--- src/design/radio_pkg.sv ---
// Shared definitions for the radio control block.
// Setting-bus addresses, readback selects, field widths and the
// vector and struct types passed between the control modules.

package radio_pkg;

   // Field widths
   localparam int CMD_W    = 64;
   localparam int ADDR_W   = 8;
   localparam int DATA_W   = 32;
   localparam int TIME_W   = 64;
   localparam int RB_SEL_W = 3;
   localparam int SAMPLE_W = 32;
   localparam int ATR_W    = 32;

   typedef logic [ADDR_W-1:0]   set_addr_t;
   typedef logic [DATA_W-1:0]   set_data_t;
   typedef logic [TIME_W-1:0]   vita_time_t;
   typedef logic [RB_SEL_W-1:0] rb_sel_t;
   typedef logic [SAMPLE_W-1:0] sample_t;
   typedef logic [ATR_W-1:0]    atr_t;

   // Command word as it arrives from the host
   typedef struct packed {
      logic                            wr;
      logic [CMD_W-ADDR_W-DATA_W-2:0]  rsvd;
      set_addr_t                       addr;
      set_data_t                       data;
   } cmd_word_t;

   typedef struct packed {
      logic      stb;
      set_addr_t addr;
      set_data_t data;
   } set_bus_t;

   // Run flags with bit 1 transmit and bit 0 receive
   typedef struct packed {
      logic tx;
      logic rx;
   } run_t;

   //////////////////////////////////////////////////////////////
   // Setting addresses
   localparam set_addr_t SR_ATR_BASE   = 8'd12;
   localparam int        SR_ATR_COUNT  = 4;
   localparam set_addr_t SR_TEST       = 8'd21;
   localparam set_addr_t SR_CODEC_IDLE = 8'd22;
   localparam set_addr_t SR_READBACK   = 8'd32;
   localparam set_addr_t SR_RUN        = 8'd33;
   localparam set_addr_t SR_TIME_BASE  = 8'd128;
   localparam set_addr_t SR_TIME_HI    = SR_TIME_BASE;
   localparam set_addr_t SR_TIME_LO    = SR_TIME_BASE + 8'd1;
   localparam set_addr_t SR_TIME_CTRL  = SR_TIME_BASE + 8'd2;

   //////////////////////////////////////////////////////////////
   // Readback selects
   localparam rb_sel_t RB_TEST     = 3'd0;
   localparam rb_sel_t RB_TIME     = 3'd1;
   localparam rb_sel_t RB_TIME_PPS = 3'd2;
   localparam rb_sel_t RB_CODEC    = 3'd3;
   localparam rb_sel_t RB_ATR      = 3'd4;

endpackage

--- src/design/ctrl_decoder.sv ---
// Command decoder for the radio control block.
// Takes one command word at a time, puts writes on the setting bus
// and asks the responder for the readback word of every command.

`timescale 1ns/1ps

module ctrl_decoder (
   input  logic                 i_radio_clk,
   input  logic                 i_rst_n,
   input  radio_pkg::cmd_word_t i_ctrl_data,
   input  logic                 i_ctrl_valid,
   output logic                 o_ctrl_ready,
   input  logic                 i_resp_busy,
   output radio_pkg::set_bus_t  o_set,
   output logic                 o_rd_req
);

   typedef enum logic [1:0] {
      IDLE,
      ISSUE,
      WAIT
   } state_t;

   state_t               state_q;
   radio_pkg::cmd_word_t cmd_q;
   logic                 stb_q;
   logic                 rd_req_q;
   logic                 accept;

   assign o_ctrl_ready = (state_q == IDLE);
   assign accept       = i_ctrl_valid && o_ctrl_ready;

   always_ff @(posedge i_radio_clk) begin
      if (!i_rst_n) begin
         state_q  <= IDLE;
         stb_q    <= 1'b0;
         rd_req_q <= 1'b0;
      end else begin
         // Strobe and read request are single-cycle pulses
         stb_q    <= 1'b0;
         rd_req_q <= 1'b0;
         case (state_q)
            IDLE: begin
               if (accept) begin
                  state_q <= ISSUE;
               end
            end
            ISSUE: begin
               stb_q    <= cmd_q.wr;
               rd_req_q <= 1'b1;
               state_q  <= WAIT;
            end
            WAIT: begin
               // Hold off until the response has gone out
               if (!i_resp_busy) begin
                  state_q <= IDLE;
               end
            end
            default: state_q <= IDLE;
         endcase
      end
   end

   always_ff @(posedge i_radio_clk) begin
      if (accept) begin
         cmd_q <= i_ctrl_data;
      end
   end

   assign o_set.stb  = stb_q;
   assign o_set.addr = cmd_q.addr;
   assign o_set.data = cmd_q.data;
   assign o_rd_req   = rd_req_q;

endmodule

--- src/design/timekeeper.sv ---
// Sample-time counter for the radio control block.
// Loads a 64-bit time now or at the next PPS rise, and keeps the
// time seen at the most recent PPS rise.

`timescale 1ns/1ps

module timekeeper (
   input  logic                  i_radio_clk,
   input  logic                  i_rst_n,
   input  radio_pkg::set_bus_t   i_set,
   input  logic                  i_pps,
   output radio_pkg::vita_time_t o_vita_time,
   output radio_pkg::vita_time_t o_vita_time_lastpps
);

   radio_pkg::set_data_t  pend_hi_q;
   radio_pkg::set_data_t  pend_lo_q;
   radio_pkg::vita_time_t time_q;
   radio_pkg::vita_time_t lastpps_q;
   logic                  armed_q;
   logic                  pps_q;
   logic                  pps_rise;
   logic                  ctrl_wr;
   logic                  load_now;
   logic                  load_pps;

   // Rise between the previous and current PPS samples
   assign pps_rise = i_pps && !pps_q;

   assign ctrl_wr  = i_set.stb && (i_set.addr == radio_pkg::SR_TIME_CTRL);
   assign load_now = ctrl_wr && i_set.data[0];
   assign load_pps = armed_q && pps_rise;

   always_ff @(posedge i_radio_clk) begin
      if (!i_rst_n) begin
         pend_hi_q <= '0;
         pend_lo_q <= '0;
         time_q    <= '0;
         lastpps_q <= '0;
         armed_q   <= 1'b0;
         pps_q     <= 1'b0;
      end else begin
         pps_q <= i_pps;
         if (i_set.stb && (i_set.addr == radio_pkg::SR_TIME_HI)) begin
            pend_hi_q <= i_set.data;
         end
         if (i_set.stb && (i_set.addr == radio_pkg::SR_TIME_LO)) begin
            pend_lo_q <= i_set.data;
         end
         // Control write with bit 0 clear waits for PPS
         if (ctrl_wr) begin
            armed_q <= !i_set.data[0];
         end else if (load_pps) begin
            armed_q <= 1'b0;
         end
         if (load_now || load_pps) begin
            time_q <= {pend_hi_q, pend_lo_q};
         end else begin
            time_q <= time_q + 64'd1;
         end
         if (pps_rise) begin
            lastpps_q <= time_q;
         end
      end
   end

   assign o_vita_time         = time_q;
   assign o_vita_time_lastpps = lastpps_q;

endmodule

--- src/design/radio_settings.sv ---
// Settings registers of the radio control block.
// Holds the test, codec idle, readback select, run and ATR words,
// picks the transmit output and drives the front-end ATR pins.

`timescale 1ns/1ps

module radio_settings (
   input  logic                 i_radio_clk,
   input  logic                 i_rst_n,
   input  radio_pkg::set_bus_t  i_set,
   input  radio_pkg::sample_t   i_tx_sample,
   output radio_pkg::sample_t   o_tx,
   output radio_pkg::atr_t      o_fe_atr,
   output radio_pkg::rb_sel_t   o_rb_sel,
   output radio_pkg::set_data_t o_test
);

   radio_pkg::set_data_t test_q;
   radio_pkg::sample_t   idle_q;
   radio_pkg::rb_sel_t   rb_sel_q;
   radio_pkg::run_t      run_q;
   radio_pkg::atr_t      atr_q [radio_pkg::SR_ATR_COUNT];
   radio_pkg::atr_t      fe_atr_q;
   radio_pkg::set_addr_t atr_off;
   logic                 atr_hit;
   logic [1:0]           atr_sel;

   // ATR words sit at four consecutive addresses
   assign atr_off = i_set.addr - radio_pkg::SR_ATR_BASE;
   assign atr_hit = (atr_off < radio_pkg::set_addr_t'(radio_pkg::SR_ATR_COUNT));

   // Idle, rx only, tx only, full duplex
   assign atr_sel = {run_q.tx, run_q.rx};

   //////////////////////////////////////////////////////////////
   // Register writes

   always_ff @(posedge i_radio_clk) begin
      if (!i_rst_n) begin
         test_q   <= '0;
         idle_q   <= '0;
         rb_sel_q <= '0;
         run_q    <= '0;
         fe_atr_q <= '0;
         for (int i = 0; i < radio_pkg::SR_ATR_COUNT; i++) begin
            atr_q[i] <= '0;
         end
      end else begin
         if (i_set.stb) begin
            case (i_set.addr)
               radio_pkg::SR_TEST:       test_q   <= i_set.data;
               radio_pkg::SR_CODEC_IDLE: idle_q   <= i_set.data;
               radio_pkg::SR_READBACK:   rb_sel_q <= i_set.data[radio_pkg::RB_SEL_W-1:0];
               radio_pkg::SR_RUN:        run_q    <= radio_pkg::run_t'(i_set.data[1:0]);
               default: begin
                  if (atr_hit) begin
                     atr_q[atr_off[1:0]] <= i_set.data;
                  end
               end
            endcase
         end
         fe_atr_q <= atr_q[atr_sel];
      end
   end

   //////////////////////////////////////////////////////////////
   // Outputs

   // Idle word goes out whenever transmit is stopped
   assign o_tx     = run_q.tx ? i_tx_sample : idle_q;
   assign o_fe_atr = fe_atr_q;
   assign o_rb_sel = rb_sel_q;
   assign o_test   = test_q;

endmodule

--- src/design/readback_responder.sv ---
// Readback responder for the radio control block.
// Latches the selected readback word on request and offers it on
// the response stream until the host takes it.

`timescale 1ns/1ps

module readback_responder (
   input  logic                         i_radio_clk,
   input  logic                         i_rst_n,
   input  logic                         i_rd_req,
   input  radio_pkg::rb_sel_t           i_rb_sel,
   input  radio_pkg::set_data_t         i_test,
   input  radio_pkg::vita_time_t        i_vita_time,
   input  radio_pkg::vita_time_t        i_vita_time_lastpps,
   input  radio_pkg::sample_t           i_rx,
   input  radio_pkg::sample_t           i_tx,
   input  radio_pkg::atr_t              i_fe_atr,
   output logic [radio_pkg::CMD_W-1:0]  o_resp_data,
   output logic                         o_resp_valid,
   input  logic                         i_resp_ready,
   output logic                         o_busy
);

   logic [radio_pkg::CMD_W-1:0] rb_mux;
   logic [radio_pkg::CMD_W-1:0] resp_q;
   logic                        valid_q;

   always_comb begin
      case (i_rb_sel)
         radio_pkg::RB_TEST:     rb_mux = {{(radio_pkg::CMD_W-radio_pkg::DATA_W){1'b0}}, i_test};
         radio_pkg::RB_TIME:     rb_mux = i_vita_time;
         radio_pkg::RB_TIME_PPS: rb_mux = i_vita_time_lastpps;
         radio_pkg::RB_CODEC:    rb_mux = {i_tx, i_rx};
         radio_pkg::RB_ATR:      rb_mux = {{(radio_pkg::CMD_W-radio_pkg::ATR_W){1'b0}}, i_fe_atr};
         default:                rb_mux = '0;
      endcase
   end

   always_ff @(posedge i_radio_clk) begin
      if (!i_rst_n) begin
         valid_q <= 1'b0;
      end else if (i_rd_req) begin
         valid_q <= 1'b1;
      end else if (valid_q && i_resp_ready) begin
         valid_q <= 1'b0;
      end
   end

   // Word is held as is while the host stalls
   always_ff @(posedge i_radio_clk) begin
      if (i_rd_req) begin
         resp_q <= rb_mux;
      end
   end

   assign o_resp_data  = resp_q;
   assign o_resp_valid = valid_q;
   // A pending request counts as busy too
   assign o_busy       = valid_q || i_rd_req;

endmodule

--- src/design/radio_ctrl_top.sv ---
// Top level of the radio control and timekeeping block.
// Command words in, one response word out per command, plus the
// codec transmit word and the front-end ATR pins.

`timescale 1ns/1ps

module radio_ctrl_top (
   input  logic                        i_radio_clk,
   input  logic                        i_rst_n,
   input  radio_pkg::cmd_word_t        i_ctrl_data,
   input  logic                        i_ctrl_valid,
   output logic                        o_ctrl_ready,
   output logic [radio_pkg::CMD_W-1:0] o_resp_data,
   output logic                        o_resp_valid,
   input  logic                        i_resp_ready,
   input  logic                        i_pps,
   input  radio_pkg::sample_t          i_rx,
   input  radio_pkg::sample_t          i_tx_sample,
   output radio_pkg::sample_t          o_tx,
   output radio_pkg::atr_t             o_fe_atr
);

   radio_pkg::set_bus_t   set_bus;
   logic                  rd_req;
   logic                  resp_busy;
   radio_pkg::rb_sel_t    rb_sel;
   radio_pkg::set_data_t  test_val;
   radio_pkg::vita_time_t vita_time;
   radio_pkg::vita_time_t vita_time_lastpps;

   //////////////////////////////////////////////////////////////
   // Decode

   ctrl_decoder decoder_i (
      .i_radio_clk (i_radio_clk),
      .i_rst_n     (i_rst_n),
      .i_ctrl_data (i_ctrl_data),
      .i_ctrl_valid(i_ctrl_valid),
      .o_ctrl_ready(o_ctrl_ready),
      .i_resp_busy (resp_busy),
      .o_set       (set_bus),
      .o_rd_req    (rd_req)
   );

   //////////////////////////////////////////////////////////////
   // Execute

   timekeeper timekeeper_i (
      .i_radio_clk        (i_radio_clk),
      .i_rst_n            (i_rst_n),
      .i_set              (set_bus),
      .i_pps              (i_pps),
      .o_vita_time        (vita_time),
      .o_vita_time_lastpps(vita_time_lastpps)
   );

   radio_settings settings_i (
      .i_radio_clk(i_radio_clk),
      .i_rst_n    (i_rst_n),
      .i_set      (set_bus),
      .i_tx_sample(i_tx_sample),
      .o_tx       (o_tx),
      .o_fe_atr   (o_fe_atr),
      .o_rb_sel   (rb_sel),
      .o_test     (test_val)
   );

   //////////////////////////////////////////////////////////////
   // Result

   readback_responder responder_i (
      .i_radio_clk        (i_radio_clk),
      .i_rst_n            (i_rst_n),
      .i_rd_req           (rd_req),
      .i_rb_sel           (rb_sel),
      .i_test             (test_val),
      .i_vita_time        (vita_time),
      .i_vita_time_lastpps(vita_time_lastpps),
      .i_rx               (i_rx),
      .i_tx               (o_tx),
      .i_fe_atr           (o_fe_atr),
      .o_resp_data        (o_resp_data),
      .o_resp_valid       (o_resp_valid),
      .i_resp_ready       (i_resp_ready),
      .o_busy             (resp_busy)
   );

endmodule

--- config.mk ---
export PLATFORM = sky130hd
export DESIGN_NAME = radio_ctrl_top
export DESIGN_NICKNAME = d
export VERILOG_FILES = /design/src/design/radio_pkg.sv /design/src/design/ctrl_decoder.sv /design/src/design/timekeeper.sv /design/src/design/radio_settings.sv /design/src/design/readback_responder.sv /design/src/design/radio_ctrl_top.sv
export SDC_FILE = /design/constraint.sdc
export NUM_CORES = 1
export LEC_CHECK = 0
export BUFFER_PORTS_ARGS = -buffer_cell sky130_fd_sc_hd__buf_2
export CORE_UTILIZATION = 35
export CTS_CLUSTER_DIAMETER = 100
export CTS_CLUSTER_SIZE = 16
export DETAILED_ROUTE_END_ITERATION = 10
export GPL_TIMING_DRIVEN = 1
export SETUP_SLACK_MARGIN = 0.02
export SYNTH_ARGS = -nofsm -noshare
export SYNTH_HDL_FRONTEND = slang
export SYNTH_SLANG_ARGS = --single-unit
--- constraint.sdc ---
create_clock -name i_radio_clk -period 7.7 [get_ports i_radio_clk]
set_clock_uncertainty 0.1 [all_clocks]
set_input_delay 2.31 -clock i_radio_clk [delete_from_list [all_inputs] [get_ports i_radio_clk]]
set_output_delay 2.31 -clock i_radio_clk [all_outputs]
set_load 0.01 [all_outputs]
==> results.json <==
{
  "fmax_mhz": 188,
  "yosysTopAreaCell": "edfxtp_1",
  "die_width_um": 256,
  "critPathRequiredTime_ns": 5.29,
  "setup_tns_ns": 0,
  "die_h_um": 256,
  "max_slew_margin": 0.216,
  "n_fill_cell": 6130,
  "rows": 92,
  "cts_tree": "done",
  "ctsResizeCount": 0,
  "hold_depth": 2,
  "r2r_cells": 6,
  "final_area_mm2": 0.0255,
  "initial_core_util": 0.356,
  "drive_above_1_share": 0.179,
  "gp_congestion": 0.844,
  "ys_seq_elements": 533,
  "finalHoldViolCount": 0,
  "cts_root_buffer": "clkbuf_16",
  "outcome": "complete, no violations",
  "clock_tree.buffer_depth": 3,
  "routed-via-count": 17000,
  "grt_pass1_vias": 16600,
  "route.detailed.drc": 0,
  "crit_fanout": 2,
  "finalMaxSlewViolations": 0,
  "async_flop_share": 0,
  "htreeDepth": 2,
  "endpoint_kind": "output port",
  "grt_overflow_total": 0,
  "drt_iter0_drc": 1670,
  "port_buffers": 239,
  "postCtsSetupBuffers": 0,
  "synth_warnings": 0,
  "cts_made_buffers": 39,
  "dpl-instance-area_mm2": 0.0244,
  "antenna_found_initial": 2,
  "first_pass_iters": 5,
  "setup_viol": 0,
  "viasPerCell": 5.40,
  "yosysUniqueCellTypes": 54,
  "grt_pass1_wl_mm": 106,
  "rsz0062_at_grt": "false",
  "wl_per_cell_um": 22.7,
  "syn_inst": 2131,
  "synth_area_mm2": 0.0225,
  "min_path_type": "reg2reg",
  "routed_wl_mm": 71.2,
  "ios": 263,
  "clk_pin_slew_ns": 0.07,
  "critical_path_class": "in2out",
  "whs_ns": 0.352,
  "synth_nets": 2265,
  "clk_latency_ns": 0.59,
  "worstPathArrival_ns": 2.90,
  "dp_hpwl_mm": 46.0,
  "max_cap_violations": 0,
  "synth-edff-count": 233,
  "syn2layout_area_growth_pct": 13.4,
  "numClockSinks": 533,
  "netlist.area_leader.share": 0.311,
  "avgSynthCellArea_um2": 10.6,
  "yosysMostFrequentCell": "nand2_1",
  "finalNetCount": 2396,
  "p_leak_nw": 9.08,
  "worst_pin_slew_ns": 1.18,
  "fin_crit_ns": 5.31,
  "critPathLaunchType": "input pin",
  "ant_nets": 0,
  "fin_crit_sh": 0.690,
  "diodes": 0,
  "cts_hold_buf": 0,
  "ir_drop_mv": 0.156,
  "p_per_area_mw_per_mm2": 207,
  "synthTopCellsByCount": "nand2_1, dfxtp_1, edfxtp_1, a21oi_1, clkbuf_1",
  "grt_max_degree": 96,
  "synth-main-ff-cell": "dfxtp_1",
  "synth_seq_area_share": 0.577,
  "core_area_mm2": 0.0633,
  "finish.utilization": 0.403,
  "grt_usage": 0.213,
  "synth_area_leaders": "edfxtp_1, dfxtp_1, nand2_1, mux2i_1, a21oi_1",
  "die_area_mm2": 0.0654
}
## report_power, final
part	internal, mW	leakage [nW]	switching (mW)	total [mW]
registers	3.00	4.71	0.0822	3.09
clock network	1.00	0.553	1.02	2.02
logic	0.0586	3.82	0.130	0.188
total	4.07	9.08	1.23	5.29
## cell usage in the layout (no fill, tap or decap), types with 64 or more instances in the layout
| cell | Yosys | routed |
|---|---|---|
| nand2_1 | 379 | 379 |
| a21oi_1 | 189 | 189 |
| nor2_1 | 110 | 108 |
| buf_2 | 26 | 239 |
| dfxtp_1 | 300 | 296 |
| and3_1 | 106 | 104 |
| mux2i_1 | 101 | 101 |
| o21ai_0 | 66 | 64 |
| and2_1 | 77 | 76 |
| edfxtp_1 | 233 | 233 |
## cell type report
| class | count | area, µm² | area share |
|---|---|---|---|
| Timing Repair Buffer | 266 | 1400 | 0.0548 |
| Multi-Input combinational cell | 1413 | 8870 | 0.347 |
| Clock buffer | 68 | 1130 | 0.0441 |
| Tap cell | 846 | 1060 | 0.0414 |
| Sequential cell | 533 | 13000 | 0.509 |
| Clock inverter | 3 | 33.8 | 0.00132 |
| Inverter | 9 | 38.8 | 0.00152 |
## cell families after synthesis
| group | after synthesis | synth area share |
|---|---|---|
| simple gates | 840 | 0.180 |
| buf+inv | 185 | 0.0330 |
| compound gates | 363 | 0.0988 |
| mux | 166 | 0.0934 |
| flops | 533 | 0.577 |
| xor+xnor | 43 | 0.0167 |
| fa+ha+maj | 1 | 0.000555 |
## per-stage QoR
stage / worst slack (ns) / total power [mW] / instances
3_5_place_dp: 2.39 / 3.34 / 3067
6_report: 2.39 / 5.29 / 3138
2_1_floorplan: 2.70 / 3.19 / 2131
3_3_place_gp: 2.39 / 3.34 / 3067
5_1_grt: 2.39 / 5.46 / 3138
4_1_cts: 2.39 / 5.34 / 3138
## worst max-delay path: stages
cell    delay, ns
buf_2        0.11
mux2_2       0.32
buf_2        0.16
## routing by layer
| layer | GRT usage | part of all wire |
|---|---|---|
| met1 | 0.279 | 0.42 |
| met2 | 0.362 | 0.49 |
| met3 | 0.0306 | 0.064 |
| met4 | 0.0692 | 0.028 |
| met5 | 0 | 0 |
## flip-flops by register name, indices dropped and copies added (netlist names), 40 cells and up
signal and flops:
settings_i.atr_q 128, responder_i.o_resp_data 64, timekeeper_i.o_vita_time 64, timekeeper_i.o_vita_time_lastpps 64
decoder_i.o_set 40
## worst paths after layout
check	startpoint	endpoint	slack (ns)
setup / recovery	i_tx_sample[28]	o_tx[28]	2.39
hold / removal	timekeeper_i.pend_hi_q[1]	timekeeper_i.pend_hi_q[1]	0.35
setup reg to reg	decoder_i.o_set[0]	timekeeper_i.o_vita_time[11]	4.38
hold reg to reg	timekeeper_i.pend_hi_q[1]	timekeeper_i.pend_hi_q[1]	0.35
Power figures use the tool's default switching activity.
